File: src/logic/link_pkg.sv
package link_pkg;

    // link timing and queue size
    localparam int ACK_LEN     = 10;   // ack window is ACK_LEN + 1 cycles
    localparam int QUEUE_DEPTH = 4;
    localparam int SYM_W       = 6;

    typedef logic [SYM_W-1:0] symbol_t;

    // message fields, in link order
    typedef logic [3:0] msg_type_t;
    typedef logic [4:0] block_x_t;
    typedef logic [2:0] block_y_t;
    typedef logic [5:0] card_t;
    typedef logic [2:0] sel_len_t;
    typedef logic       move_dir_t;

    localparam symbol_t ABORT_CODE = '1;   // all ones with request high

    localparam int MSG_W = $bits(msg_type_t) + $bits(block_x_t) + $bits(block_y_t)
                         + $bits(card_t) + $bits(sel_len_t) + $bits(move_dir_t);

    typedef logic [MSG_W-1:0] msg_word_t;   // {type, x, y, card, len, dir}

    localparam int ACK_CNT_W = $clog2(ACK_LEN + 1);
    typedef logic [ACK_CNT_W-1:0] ack_cnt_t;
    localparam ack_cnt_t ACK_LAST = ack_cnt_t'(ACK_LEN);

    localparam int QPTR_W = $clog2(QUEUE_DEPTH);
    typedef logic [QPTR_W-1:0] qptr_t;
    typedef logic [QPTR_W:0]   qcount_t;
    localparam qcount_t Q_FULL = qcount_t'(QUEUE_DEPTH);

    typedef enum logic {
        wait_req,
        ack_window
    } hs_state_t;

    typedef enum logic [2:0] {
        get_type,
        get_x,
        get_y,
        get_card,
        get_len,
        get_dir,
        finish
    } asm_state_t;

endpackage
File: src/logic/interboard_receiver.sv
`timescale 1ns/10ps

module interboard_receiver (
    input  logic                clk,
    input  logic                rst_n,
    input  logic                request,
    input  link_pkg::symbol_t   link_data,
    output logic                ack,
    output logic                link_abort,
    output logic                msg_valid,
    input  logic                msg_pop,
    output link_pkg::msg_type_t msg_type,
    output link_pkg::block_x_t  block_x,
    output link_pkg::block_y_t  block_y,
    output link_pkg::card_t     card,
    output link_pkg::sel_len_t  sel_len,
    output link_pkg::move_dir_t move_dir,
    output logic                overflow
);

    logic                sym_done;
    link_pkg::symbol_t   sym_data;
    logic                msg_push;
    link_pkg::msg_word_t msg_word;

    link_handshake u_handshake (
        .clk        (clk),
        .rst_n      (rst_n),
        .request    (request),
        .link_data  (link_data),
        .ack        (ack),
        .sym_done   (sym_done),
        .sym_data   (sym_data),
        .link_abort (link_abort)
    );

    message_assembler u_assembler (
        .clk        (clk),
        .rst_n      (rst_n),
        .sym_done   (sym_done),
        .sym_data   (sym_data),
        .link_abort (link_abort),
        .msg_push   (msg_push),
        .msg_word   (msg_word)
    );

    // abort never reaches the queue, stored messages survive
    message_queue u_queue (
        .clk        (clk),
        .rst_n      (rst_n),
        .msg_push   (msg_push),
        .msg_word   (msg_word),
        .msg_pop    (msg_pop),
        .msg_valid  (msg_valid),
        .msg_type   (msg_type),
        .block_x    (block_x),
        .block_y    (block_y),
        .card       (card),
        .sel_len    (sel_len),
        .move_dir   (move_dir),
        .overflow   (overflow)
    );

endmodule

File: src/logic/message_queue.sv
`timescale 1ns/10ps

module message_queue (
    input  logic                clk,
    input  logic                rst_n,
    input  logic                msg_push,
    input  link_pkg::msg_word_t msg_word,
    input  logic                msg_pop,
    output logic                msg_valid,
    output link_pkg::msg_type_t msg_type,
    output link_pkg::block_x_t  block_x,
    output link_pkg::block_y_t  block_y,
    output link_pkg::card_t     card,
    output link_pkg::sel_len_t  sel_len,
    output link_pkg::move_dir_t move_dir,
    output logic                overflow
);

    link_pkg::msg_word_t mem [link_pkg::QUEUE_DEPTH];
    link_pkg::qptr_t     wr_ptr;
    link_pkg::qptr_t     rd_ptr;
    link_pkg::qcount_t   count;
    logic                full;
    logic                push_ok;
    logic                pop_ok;

    assign full      = (count == link_pkg::Q_FULL);
    assign msg_valid = (count != '0);
    assign push_ok   = msg_push && !full;    // link cannot stall, so drop
    assign pop_ok    = msg_pop && msg_valid;

    always_ff @(posedge clk) begin
        if (!rst_n) begin
            wr_ptr   <= '0;
            rd_ptr   <= '0;
            count    <= '0;
            overflow <= 1'b0;
        end else begin
            if (push_ok) begin
                wr_ptr <= wr_ptr + link_pkg::qptr_t'(1);
            end
            if (pop_ok) begin
                rd_ptr <= rd_ptr + link_pkg::qptr_t'(1);
            end
            case ({push_ok, pop_ok})
                2'b10:   count <= count + link_pkg::qcount_t'(1);
                2'b01:   count <= count - link_pkg::qcount_t'(1);
                default: count <= count;   // both or neither
            endcase
            if (msg_push && full) begin
                overflow <= 1'b1;   // sticky until reset
            end
        end
    end

    always_ff @(posedge clk) begin
        if (push_ok) begin
            mem[wr_ptr] <= msg_word;
        end
    end

    // head entry, same packing as the assembler
    assign {msg_type, block_x, block_y, card, sel_len, move_dir} = mem[rd_ptr];

endmodule

File: src/logic/message_assembler.sv
`timescale 1ns/10ps

module message_assembler (
    input  logic                clk,
    input  logic                rst_n,
    input  logic                sym_done,
    input  link_pkg::symbol_t   sym_data,
    input  logic                link_abort,
    output logic                msg_push,
    output link_pkg::msg_word_t msg_word
);

    link_pkg::asm_state_t state;
    link_pkg::asm_state_t state_next;

    link_pkg::msg_type_t msg_type;
    link_pkg::block_x_t  block_x;
    link_pkg::block_y_t  block_y;
    link_pkg::card_t     card;
    link_pkg::sel_len_t  sel_len;
    link_pkg::move_dir_t move_dir;

    always_comb begin
        state_next = state;
        case (state)
            link_pkg::get_type: if (sym_done) state_next = link_pkg::get_x;
            link_pkg::get_x:    if (sym_done) state_next = link_pkg::get_y;
            link_pkg::get_y:    if (sym_done) state_next = link_pkg::get_card;
            link_pkg::get_card: if (sym_done) state_next = link_pkg::get_len;
            link_pkg::get_len:  if (sym_done) state_next = link_pkg::get_dir;
            link_pkg::get_dir:  if (sym_done) state_next = link_pkg::finish;
            link_pkg::finish:   state_next = link_pkg::get_type;
            default:            state_next = link_pkg::get_type;
        endcase
    end

    always_ff @(posedge clk) begin
        if (!rst_n) begin
            state <= link_pkg::get_type;
        end else if (link_abort) begin
            state <= link_pkg::get_type;   // partial message dropped
        end else begin
            state <= state_next;
        end
    end

    // field capture, low bits of each symbol
    always_ff @(posedge clk) begin
        if (link_abort) begin
            msg_type <= '0;
            block_x  <= '0;
            block_y  <= '0;
            card     <= '0;
            sel_len  <= '0;
            move_dir <= '0;
        end else if (sym_done) begin
            case (state)
                link_pkg::get_type: msg_type <= sym_data[$bits(link_pkg::msg_type_t)-1:0];
                link_pkg::get_x:    block_x  <= sym_data[$bits(link_pkg::block_x_t)-1:0];
                link_pkg::get_y:    block_y  <= sym_data[$bits(link_pkg::block_y_t)-1:0];
                link_pkg::get_card: card     <= sym_data[$bits(link_pkg::card_t)-1:0];
                link_pkg::get_len:  sel_len  <= sym_data[$bits(link_pkg::sel_len_t)-1:0];
                link_pkg::get_dir:  move_dir <= sym_data[0];
                default: begin
                end
            endcase
        end
    end

    assign msg_push = (state == link_pkg::finish);
    assign msg_word = {msg_type, block_x, block_y, card, sel_len, move_dir};

endmodule

File: src/logic/link_handshake.sv
`timescale 1ns/10ps

module link_handshake (
    input  logic              clk,
    input  logic              rst_n,
    input  logic              request,
    input  link_pkg::symbol_t link_data,
    output logic              ack,
    output logic              sym_done,
    output link_pkg::symbol_t sym_data,
    output logic              link_abort
);

    link_pkg::hs_state_t state;
    link_pkg::ack_cnt_t  ack_cnt;
    logic                abort_now;
    logic                abort_q;   // abort code seen last cycle

    assign abort_now = request && (link_data == link_pkg::ABORT_CODE);

    always_ff @(posedge clk) begin
        if (!rst_n) begin
            state      <= link_pkg::wait_req;
            ack_cnt    <= '0;
            abort_q    <= 1'b0;
            link_abort <= 1'b0;
        end else begin
            abort_q    <= abort_now;
            link_abort <= abort_now && !abort_q;   // once per abort
            if (abort_now) begin
                state   <= link_pkg::wait_req;
                ack_cnt <= '0;
            end else begin
                case (state)
                    link_pkg::wait_req: begin
                        if (request) begin
                            state   <= link_pkg::ack_window;
                            ack_cnt <= '0;
                        end
                    end
                    link_pkg::ack_window: begin
                        if (ack_cnt == link_pkg::ACK_LAST) begin
                            state <= link_pkg::wait_req;
                        end else begin
                            ack_cnt <= ack_cnt + link_pkg::ack_cnt_t'(1);
                        end
                    end
                    default: begin
                        state <= link_pkg::wait_req;
                    end
                endcase
            end
        end
    end

    // symbol is captured when the request is accepted
    always_ff @(posedge clk) begin
        if (state == link_pkg::wait_req && request) begin
            sym_data <= link_data;
        end
    end

    assign ack      = (state == link_pkg::ack_window);
    assign sym_done = ack && (ack_cnt == link_pkg::ACK_LAST);   // last window cycle

endmodule

File: config.mk
export PLATFORM = sky130hd
export DESIGN_NAME = interboard_receiver
export DESIGN_NICKNAME = d
export VERILOG_FILES = /design/src/logic/link_pkg.sv /design/src/logic/interboard_receiver.sv /design/src/logic/message_queue.sv /design/src/logic/message_assembler.sv /design/src/logic/link_handshake.sv
export SDC_FILE = /design/constraint.sdc
export NUM_CORES = 1
export LEC_CHECK = 0
export BUFFER_PORTS_ARGS = -buffer_cell sky130_fd_sc_hd__buf_2
export CORE_MARGIN = 2
export CORE_UTILIZATION = 25
export DETAILED_ROUTE_END_ITERATION = 10
export GPL_ROUTABILITY_DRIVEN = 0
export SYNTH_ARGS = -nofsm -noshare
export SYNTH_HDL_FRONTEND = slang
export SYNTH_SLANG_ARGS = --single-unit
File: constraint.sdc
create_clock -name clk -period 2 [get_ports clk]
set_input_delay 0.1 -clock clk [delete_from_list [all_inputs] [get_ports clk]]
set_output_delay 0.1 -clock clk [all_outputs]
set_load 0.03 [all_outputs]
# ---- After elaboration in Yosys (flattened, before gate mapping)
# Memories as Yosys holds them, arrays and structs flattened. A register that Yosys moved wholly into a read port is not among the register bits.
# Index checks and enable logic that the tools add are counted.
dict set report word_totals {
  memories 1
  ramBits 88
  output_inout_bits 26
  in_bits 10
  elab_cells 83
  regBits 46
}
# memory words width read_ports rd_clocked_by_memory_dff write_ports line
set mem_list {}
lappend mem_list {u_queue.mem 4 22 1 1 1 message_queue.sv:19} ;# link_pkg::msg_word_t mem [link_pkg::QUEUE_DEPTH];
dict set report op_classes {
  n_reduce_logical 22
  n_mux 18
  n_addsub 5
  n_eq_ne 19
  bitwise 2
}
# op n
set ops {}
lappend ops {{2-to-1 mux 3 bit} 6}
lappend ops {{one-hot mux 3 bit (6 select lines)} 1}
lappend ops {{!= test 2 bit (second input constant)} 8}
lappend ops {{AND reduction 2 bit} 7}
lappend ops {{== test 3 bit (second input constant)} 4}
lappend ops {{2-to-1 mux 4 bit} 2}
lappend ops {{one-hot mux 4 bit (2 select lines)} 1}
lappend ops {{logical AND 1 bit} 7}
lappend ops {{== test 3 x 2 -> 1 bit (second input constant)} 2}
lappend ops {{== test 6 bit (second input constant)} 1}
lappend ops {{one-hot mux 3 bit (2 select lines)} 1}
lappend ops {{AND reduction 6 bit} 1}
lappend ops {{adder 2 x 1 -> 2 bit (second input constant)} 2}
lappend ops {{adder 4 x 1 -> 4 bit (second input constant)} 1}
lappend ops {{== test 4 bit (second input constant)} 1}
lappend ops {{2-to-1 mux 1 bit} 4}
lappend ops {{2-to-1 mux 2 bit} 2}
lappend ops {{OR reduction 2 bit} 2}
lappend ops {{adder 3 x 1 -> 3 bit (second input constant)} 1}
lappend ops {{== test 3 x 1 -> 1 bit (second input constant)} 1}
lappend ops {{zero test 3 bit} 1}
lappend ops {{nonzero test 3 bit} 1}
lappend ops {{subtractor 3 x 1 -> 3 bit (second input constant)} 1}
lappend ops {{== test 2 x 1 -> 1 bit (second input constant)} 1}
lappend ops {{other kinds (5)} 7}

# ---- Depth between registers and ports, before layout
# Gate-level depths: netlist of run 1.
dict set report logic_depth {
  depth_word 5
  ltp_mapped 10
  ltp_nobuf 9
}

# ---- Cells and area by module
# A second synthesis of run 1 with hierarchy kept.
dict set report hier_totals {
  hier_cells 307
  hier_area_um2 5245.0
}
# mod instances area_each_um2 seq_area_each_um2 cells_each
set by_module_without_submodules {}
lappend by_module_without_submodules {message_queue 1 3699.8 2842.7 168}
lappend by_module_without_submodules {message_assembler 1 1018.5 500.5 94}
lappend by_module_without_submodules {link_handshake 1 526.8 320.3 45}

# ---- Worst setup path after synthesis of run 1
# No wires, ideal clock.
dict set report synth_timing {
  path_kind {reg-to-reg}
  from {register u_queue.count[2]}
  to {register u_queue.count[2]}
  stages_incl_launch_ff 10
  path_slack_ns 0.003
  required_ns 1.929
  arrival_ns 1.926
  period_less_slack_ns 1.997
  path_buffers 0
  setup_ns 0.071
  path_cell_list {dfxtp_1 > nor3b_1 > nor2_1 > inv_1 > ha_1 > inv_1 > fa_1 > xor2_1 > or3_1 > a21oi_1}
}
dict set report synth_via {
  elab_chain_cells 5
  elab_cells_between_ends 11
  cone_classes {add/sub (2); eq/ne (3); mux (1); reduce/logical (5)}
}
# element line
set synth_lines {}
lappend synth_lines {{from (decl)} message_queue.sv:22} ;# link_pkg::qcount_t count;
lappend synth_lines {{from (signal assigned)} message_queue.sv:46} ;# 2'b10: count <= count + link_pkg::qcount_t'(1);
lappend synth_lines {{from (signal assigned)} message_queue.sv:47} ;# 2'b01: count <= count - link_pkg::qcount_t'(1);
lappend synth_lines {{from (signal assigned)} message_queue.sv:48} ;# default: count <= count;
lappend synth_lines {{== test 3 bit} message_queue.sv:27} ;# assign full = (count == link_pkg::Q_FULL);
lappend synth_lines {{zero test 1 bit} message_queue.sv:29} ;# assign push_ok = msg_push && !full;
lappend synth_lines {{logical AND 1 bit} message_queue.sv:29}
lappend synth_lines {{== test 2 x 1 -> 1 bit or == test 2 bit (tied branches)} message_queue.sv:45} ;# case ({push_ok, pop_ok})
lappend synth_lines {{one-hot mux 3 bit (2 select lines) or nonzero test 2 bit (tied branches)} --}
# Parallel ways exist; a longest one is shown, timed or not.
# A chain may end at the register's enable or synchronous reset.

# ---- Worst setup path after layout of run 1
dict set report layout_timing {
  from {register u_queue.count[0]}
  to {register u_queue.count[2]}
}
dict set report layout_via {
  elab_cells_between_ends 11
  cone_classes {add/sub (2); eq/ne (3); mux (1); reduce/logical (5)}
}
# element line
set layout_rtl {}
lappend layout_rtl {{nonzero test 3 bit (*)} message_queue.sv:28} ;# assign msg_valid = (count != '0);
lappend layout_rtl {{logical AND 1 bit (*)} message_queue.sv:30} ;# assign pop_ok = msg_pop && msg_valid;
lappend layout_rtl {{via u_queue.pop_ok} message_queue.sv:25} ;# logic pop_ok;
lappend layout_rtl {{== test 2 x 1 -> 1 bit or == test 2 bit (tied branches)} message_queue.sv:45}
lappend layout_rtl {{one-hot mux 3 bit (2 select lines) or nonzero test 2 bit (tied branches)} --}
# Mark *: on every way through the listed nets, which the timed path passes. The rest lies on a longest branch.

==> reports/results.ini, run 1 <==
[outcome]
outcome = complete, no violations

[layout]
finalInstanceArea_sq_um = 6514
syn_to_final_growth_pct = 23.89
layout_commonest_cell = edfxtp_1
nNetsFinal = 399
final_cell_mix = edfxtp_1 (94), dfxtp_1 (39), buf_2 (35), nand2b_1 (30)
drive_above_1_share = 0.2970
n_antenna_cell = 0

[yosys]
synthCells = 317
synth_nets = 335
seq_area_frac_synth = 0.6968
ys_warn_count = 0
yosys.cell_types.count = 40
avgSynthCellArea_sq_um = 16.59
syn_area_sq_um = 5258
synth-seq-cells = 136

[cts]
cts_tree = yes
numCtsBuffers = 17
ctsLongestPathBuffers = 2
cts_root_buf = clkbuf_16
htree_levels = 4
clk_latency_ps = 420
clkTransAtPathRegs_ps = 60
cts_sinks = 136

[floorplanning]
rows = 53
die_x_microns = 149.0
dieArea_sq_um = 22210
pin_count = 36
start_util = 0.2525
core_sq_um = 20820
die_height_microns = 149.0

[critical_path]
critPathMaxFanout = 6
path_class = reg -> reg
startpoint_type = flip-flop
reg2reg_from = u_queue.count[0]
required_ps = 2340
crit_start = u_queue.count[0]
cp-end-kind = flip-flop
worstPathArrival_ps = 2320

[routing]
vias = 2898
ant_nets = 0
wire_per_inst_microns = 15.63
drc = 0
drt_iter0_drc = 210
vias_per_cell = 4.332
totalWireLength_microns = 10460
first_pass_iters = 4

[power_and_ir_drop]
powerDensity_nw_per_um2 = 938.2
peakVddDrop_mv = 0.6717
p_total_uw = 6111
p_leak_uw = 0.002142

[grt]
grt_pass1_vias = 3081
grt_pass1_wl_microns = 16600
grt_max_degree = 23
track_usage = 0.09993
overflow = 0
antenna_found_initial = 0

[hold_path]
hold_class = in -> reg
hp-start = rst_n

[sta]
finalSetupTns_ps = 0
final_max_slew_viol_count = 0
finalCritPeriodShare = 0.9932
hold_viol_final = 0
layout_min_cycle_time_ps = 1986
worst_pin_slew_ps = 636.6
relSlewSlack = 0.5748
final-setup-viol-count = 0
final.setup_skew_ps = 8.188
clock.fmax_mhz = 503.4
whs_ps = 47.97

[placement]
place_area_sq_um = 5811
io_buffers = 35
dp_hpwl_microns = 6527

[job]
maxCapViolations = 0

[logic make-up after synthesis]
group / synth area share
and+or+nand+nor: 0.09329
DFF: 0.6968
adders and majority gates: 0.02047
muxes: 0.1361
AOI/OAI and AO/OA: 0.02570
buffers and inverters: 0.02094
xor gates and xnor gates: 0.006665
[power breakdown]
group / switching, uW / leakage [uW] / internal (uW)
Sequential: 10.7 / 0.00112 / 2990
Clock: 1280 / 0.000281 / 1770
Combinational: 39.3 / 0.000741 / 26.8
Total: 1330 / 0.00214 / 4780
[stage by stage]
step	cells	utilization	worst slack, ps
5_1_grt	669	0.3128	-42.84
4_1_cts	667	0.3111	16.00
2_1_floorplan	317	-	3.191
3_5_place_dp	627	0.2791	-4.799
3_3_place_gp	627	0.2791	96.61
6_report	669	0.3128	13.69
[Yosys cell counts, drive strengths merged]
master | number | area [sq um]
edfxtp | 94 | 2823
or3b | 1 | 8.760
a221oi | 1 | 8.760
dfxtp | 42 | 840.8
o31a | 1 | 8.760
a21oi | 11 | 55.05
clkbuf | 5 | 18.77
nor2 | 10 | 37.54
mux2i | 22 | 220.2
nand2b | 30 | 187.7
nand4b | 2 | 23.77
nand3 | 9 | 55.05
and3 | 5 | 36.28
ha | 7 | 87.58
xor2 | 3 | 26.28
a41oi | 1 | 8.760
xnor2 | 1 | 8.760
fa | 1 | 20.02
nand4 | 1 | 6.260
nand3b | 3 | 22.52
or3 | 4 | 25.02
mux4 | 22 | 495.5
o21ai | 9 | 45.04
and4b | 1 | 10.01
inv | 9 | 33.78
nor2b | 3 | 18.77
nor4 | 1 | 6.260
nand2 | 3 | 11.26
and3b | 1 | 8.760
buf | 8 | 57.55
nor3 | 4 | 25.02
o311ai | 1 | 8.760
nor3b | 1 | 7.510
[worst paths after layout]
check,to,slack (ps),depth (start not counted)
worst max-delay path,u_queue.count[2],10,8
worst max register to register,u_queue.count[2],10,8
worst min-delay path,u_assembler.state[1],50,3
worst min register to register,u_handshake.link_abort,400,1
[layer usage]
metal	vias up	track usage	wire length [microns]
met2	58	0.1740	5425
met1	1482	0.1169	4383
li1	1341	-	-
met4	0	0.03429	132
met3	17	0.03089	518
met5	-	0	0
[area by class of cell]
type                       count  area (sq um)
inverter                       9         33.78
clock inverter                14         153.9
clock buffer                  18         429.2
sequential                   136          3667
fill                        2071         14310
timing repair buffer          58         381.6
multi-input combinational    159          1504
tap                          275         344.1
[critical path, cell delays in order, from the launching register on]
cell and delay [ps]:
dfxtp_2 360, buf_6 130, o31a_1 180, ha_2 200, inv_1 50, fa_2 330
xor2_1 160, or3_1 360, a21oi_2 140
[state kept, by name, indices dropped and copies added, names as in the netlist, 3 cells and up, named ones only]
register / flops
u_handshake.ack_cnt: 4
u_assembler.state: 3
u_assembler.card: 6
u_assembler.msg_type: 4
u_assembler.sel_len: 3
u_queue.count: 3
u_assembler.block_y: 3
u_assembler.block_x: 5
u_queue.mem: 88
u_handshake.sym_data: 6
[what timing repair did]
| action | 4_1_cts | 5_1_grt |
|---|---|---|
| hold endpoints to repair | 7 | 0 |
| setup endpoints to repair | 1 | 1 |
| setup buffers | 1 | 2 |
| pin swaps | 1 | 3 |
| resized for setup | 2 | 7 |
| hold buffers | 7 | 0 |
No activity file was read; power rests on OpenSTA's default activity.
==> run 2, diff against run 1 <==
PLACE_DENSITY_LB_ADDON = 0.1   (was not set)
REMOVE_ABC_BUFFERS = 1   (was not set)
==> reports/results.ini, run 2 (same netlist as run 1, synthesis figures left out) <==
[grt]
grt_pass1_vias = 2947  ; -4.3%
overflow = 0  ; unchanged
busiest_layer = met2
grt_use_met3 = 0.03028  ; -0.0006116
track_usage = 0.1073  ; +0.007393
grtUsageMet2 = 0.1689  ; -0.005069
antenna_found_initial = 0  ; unchanged
grt_pass1_wl_microns = 17110  ; +3.1%
grt.met1_usage = 0.1366  ; +0.01976
grt_max_degree = 23  ; unchanged

[floorplanning]
core_sq_um = 20820  ; unchanged
rows = 53  ; unchanged
die_x_microns = 149.0  ; unchanged
pin_count = 36  ; unchanged
start_util = 0.2525  ; unchanged
die_height_microns = 149.0  ; unchanged
dieArea_sq_um = 22210  ; unchanged

[critical_path]
worstPathArrival_ps = 2270  ; -50 ps
critPathBufInv = 2  ; unchanged
worst_path_max_delay_cell = fa_1
cp_top_family = adder cells
max_stage_delay_ps = 370  ; about the same
path_cells = buf_4 > o31a_1 > ha_2 > inv_1 > fa_1 > xor2_1 > or3_1 > a21oi_1
required_ps = 2340  ; about the same
critPathMaxFanout = 6  ; unchanged
path_class = reg -> reg
startpoint_type = flip-flop
cp-end-kind = flip-flop

[placement]
pre_cts_slack_ps = 16.86  ; +21.66 ps
io_buffers = 35  ; unchanged
dp_cells = 631  ; +0.64%
dp_hpwl_microns = 6721  ; +3.0%

[power_and_ir_drop]
peakVddDrop_mv = 0.5581  ; -17%
powerDensity_nw_per_um2 = 919.8  ; -2.0%
p_total_uw = 6048  ; -1.0%
p_leak_uw = 0.002176  ; +1.6%

[routing]
ant_nets = 0  ; unchanged
vias = 2811  ; -3.0%
first_pass_iters = 6  ; +2
wire_per_inst_microns = 16.44  ; +5.1%
drc = 0  ; unchanged
vias_per_cell = 4.177  ; -3.6%
totalWireLength_microns = 11060  ; +5.8%
drt_iter0_drc = 152  ; -28%

[cts]
numCtsBuffers = 17  ; unchanged
clkTransAtPathRegs_ps = 50  ; about the same
htree_levels = 4  ; unchanged
clk_latency_ps = 420  ; about the same
cts_sinks = 136  ; unchanged
cts_root_buf = clkbuf_16
cts_tree = yes
ctsLongestPathBuffers = 2  ; unchanged

[sta]
hold_viol_final = 0  ; unchanged
setup_ws_ps = 73.65  ; +59.96 ps
worst_pin_slew_ps = 646.7  ; +10.12 ps
finalCritPeriodShare = 0.9632  ; -0.02998
clock.fmax_mhz = 519.1  ; +3.1%
final_max_slew_viol_count = 0  ; unchanged
relSlewSlack = 0.5643  ; -0.01043
finalSetupTns_ps = 0  ; unchanged
final-setup-viol-count = 0  ; unchanged
final.setup_skew_ps = 10.94  ; +2.756 ps
layout_min_cycle_time_ps = 1926  ; -59.96 ps

[layout]
layout_commonest_cell = edfxtp_1
n_antenna_cell = 0  ; unchanged
drive_above_1_share = 0.2889  ; -0.008010
final_util = 0.3158  ; +0.002944
syn_to_final_growth_pct = 25.06
largestRegisters = u_queue.mem x88, u_assembler.card x6, u_handshake.sym_data x6
instances_no_fill = 673  ; +0.60%
final_cell_mix = edfxtp_1 (94), dfxtp_1 (38), buf_2 (35), nand2b_1 (30)
nNetsFinal = 403  ; +1.0%
largest_reg_flops = 88  ; unchanged
top_register = u_queue.mem

[job]
maxCapViolations = 0  ; unchanged

[hold_path]
hold_class = in -> reg

[outcome]
outcome = complete, no violations

## run 2: changes by cell type in the layout (fill, tap and decap cells not counted), sizes merged
cell         delta
clkinv          -1
buf             +3
bufinv          -1
clkinvlp        -1
dlygate4sd3     +1
clkbuf          +9
inv             -6
## run 2: what timing repair did
action                                  in CTS  in global routing
pin swaps                                    0                  3
setup buffers                                0                  2
endpoints found under the setup margin       1                  1
hold buffers                                 8                  0
endpoints found under the hold margin        9                  0
gates resized for setup                      1                  5
## run 2: routing by layer
metal	part of all wire	wire length, microns
met3	0.031	347
met4	0.023	251
met5	0	0
met1	0.47	5171
met2	0.48	5292
## run 2: layout make-up
type	instances	area, sq um
fillers	2091	14250
inverters	9	33.78
repair buffers	62	460.4
flip-flops and latches	136	3669
multi-input cells	159	1491
clock buffers	27	546.8
well taps	275	344.1
clock inverters	5	30.03
## run 2: power breakdown
group          switching [uW]  total [uW]  leakage (uW)  internal [uW]
sequential               7.97        3000       0.00112           2990
combinational            43.2        74.7      0.000772           31.5
clock                    1100        2980      0.000284           1870
total                    1160        6050       0.00218           4890
## run 2: worst paths after layout
path / from / end / slack, ps / cells past startpoint
setup / recovery: u_queue.count[2] / u_queue.count[2] / 70 / 8
hold / removal: msg_pop / u_queue.rd_ptr[1] / 160 / 4
setup reg to reg: u_queue.count[2] / u_queue.count[2] / 70 / 8
hold reg to reg: u_handshake.abort_q / u_handshake.link_abort / 390 / 1
## run 2: worst min-delay path, cell delays in order
cell	delay, ps
buf_2	110
o311ai_0	130
xor2_1	80
nor2_1	110
## run 2: stage by stage
| stage | hold WS [ps] | area [sq um] |
|---|---|---|
| finish | 164.9 | 6575 |
| floorplan | 198.9 | 5181 |
| global route | 209.5 | 6575 |
| detailed placement | 295.1 | 5891 |
| global placement | 293.7 | 5891 |
| CTS | 159.9 | 6553 |
==> run 3, diff against run 2 <==
CORE_MARGIN = 5   (was 2)
==> reports/results.ini, run 3 (same netlist as run 1, synthesis figures left out) <==
[sta]
hold_viol_final = 0  ; unchanged
final.setup_skew_ps = 7.248  ; -3.696 ps
setup_ws_ps = 58.11  ; -15.54 ps
layout_min_cycle_time_ps = 1942  ; +15.54 ps
finalCritPeriodShare = 0.9709  ; +0.007769
relSlewSlack = 0.5739  ; +0.009561
final-setup-viol-count = 0  ; unchanged
whs_ps = 29.55  ; -135.4 ps
rsz0062_at_grt = yes
final_max_slew_viol_count = 0  ; unchanged
finalSetupTns_ps = 0  ; unchanged
clock.fmax_mhz = 515.0  ; -0.80%
worst_pin_slew_ps = 632.5  ; -14.19 ps

[routing]
vias = 2786  ; -0.89%
drt_iter0_drc = 132  ; -13%
vias_per_cell = 4.171  ; -0.15%
totalWireLength_microns = 10810  ; -2.3%
first_pass_iters = 4  ; -2
drc = 0  ; unchanged
wire_per_inst_microns = 16.18  ; -1.6%
ant_nets = 0  ; unchanged

[grt]
grt_pass1_wl_microns = 17340  ; +1.3%
overflow = 0  ; unchanged
grt_pass1_vias = 2980  ; +1.1%
antenna_found_initial = 0  ; unchanged
grt_max_degree = 23  ; unchanged
track_usage = 0.09773  ; -0.009591

[power_and_ir_drop]
p_int_uw = 4594  ; -6.1%
powerDensity_nw_per_um2 = 894.2  ; -2.8%
pwr-share-clk = 0.473  ; -0.019
peakVddDrop_mv = 0.5447  ; -2.4%
switching_power_uw = 1217  ; +5.3%
p_leak_uw = 0.002120  ; -2.6%
seqPwrFrac = 0.516  ; +0.020
pwr-share-comb = 0.011  ; about the same
switching_share = 0.2095  ; +0.01839

[floorplanning]
start_util = 0.2517  ; -0.0008016
die_x_microns = 155.0  ; +4.0%
pin_count = 36  ; unchanged
die_height_microns = 155.0  ; +4.0%
core_sq_um = 20890  ; +0.32%
dieArea_sq_um = 24030  ; +8.2%
rows = 53  ; unchanged

[cts]
numCtsBuffers = 17  ; unchanged
cts_root_buf = clkbuf_16
clk_latency_ps = 410  ; about the same
cts_sinks = 136  ; unchanged
htree_levels = 4  ; unchanged
cts_tree = yes
ctsLongestPathBuffers = 2  ; unchanged
clkTransAtPathRegs_ps = 60  ; about the same

[critical_path]
max_stage_delay_ps = 400  ; +30 ps
critPathMaxFanout = 6  ; unchanged
worstPathArrival_ps = 2280  ; about the same
cp-end-kind = flip-flop
path_cells = buf_4 > o31a_1 > ha_2 > inv_2 > fa_2 > xor2_1 > or3_1 > a21oi_2
path_class = reg -> reg
startpoint_type = flip-flop
required_ps = 2340  ; about the same
worst_path_max_delay_cell = or3_1

[job]
maxCapViolations = 0  ; unchanged

[layout]
instances_no_fill = 668  ; -0.74%
nNetsFinal = 398  ; -1.2%
regArea_sq_um = 3669  ; unchanged
syn_to_final_growth_pct = 23.61
top_register = u_queue.mem
n_antenna_cell = 0  ; unchanged
final_cell_mix = edfxtp_1 (94), dfxtp_1 (38), buf_2 (35), nand2b_1 (30)
drive_above_1_share = 0.2977  ; +0.008765
layout_commonest_cell = edfxtp_1
final_util = 0.3111  ; -0.004656
multi_input_area_sq_um = 1504  ; +0.84%
largestRegisters = u_queue.mem x88, u_assembler.card x6, u_handshake.sym_data x6
largest_reg_flops = 88  ; unchanged
fillerInstances = 2080  ; -0.53%

[placement]
io_buffers = 35  ; unchanged
dp_hpwl_microns = 6641  ; -1.2%
dp_cells = 628  ; -0.48%
pre_cts_slack_ps = 8.404  ; -8.453 ps

[hold_path]
hold_class = in -> reg

[outcome]
outcome = complete, no violations

## run 3: through the flow
step,total power (uW),cell area (sq um)
global route,6043,6499
finish,5811,6499
floorplan,3083,5181
global placement,3114,5868
CTS,5905,6464
detailed placement,3114,5868
## run 3: cell type report
type / instances / area share
clock buffer: 17 / 0.06546
clock inverter: 15 / 0.01617
inverter: 9 / 0.005198
multi-input combinational: 159 / 0.2314
sequential: 136 / 0.5645
tap: 275 / 0.05295
timing repair buffer: 57 / 0.06431
## run 3: critical path: cells and delay by family, from the launching register on
| kind | cells | cell delay (ps) |
|---|---|---|
| flip-flops | 1 | 350 |
| AO/OA/AOI/OAI | 2 | 280 |
| buffers and inverters | 2 | 180 |
| XOR/XNOR | 1 | 160 |
| AND/OR/NAND/NOR | 1 | 400 |
| adder cells (fa/ha/maj) | 2 | 510 |
## run 3: final timing paths
kind | start | to | slack (ps) | cells after the start
setup reg to reg | u_queue.count[1] | u_queue.count[2] | 60 | 8
setup / recovery | u_queue.count[1] | u_queue.count[2] | 60 | 8
hold / removal | rst_n | u_assembler.state[2] | 30 | 3
hold reg to reg | u_handshake.abort_q | u_handshake.link_abort | 390 | 1
## run 3: what timing repair did
item	in CTS	in global routing
endpoints found under the hold margin	7	0
hold buffers	6	0
gates resized for setup	1	9
pin swaps	0	3
buffers inserted	0	2
setup endpoints to repair	1	1
## run 3: per-layer routing
metal	GRT usage	wire length (microns)
met5	0	0
met4	0.04373	257
met3	0.03421	349
met2	0.1491	5140
met1	0.1254	5062
## run 3: power groups by stage
stage,combinational [uW],sequential (uW),clock [uW]
3_5_place_dp,56.0,3060,0
4_1_cts,65.2,3000,2840
6_report,63.1,3000,2750
3_3_place_gp,55.8,3060,0
2_1_floorplan,25.5,3060,0
5_1_grt,71.9,3000,2970
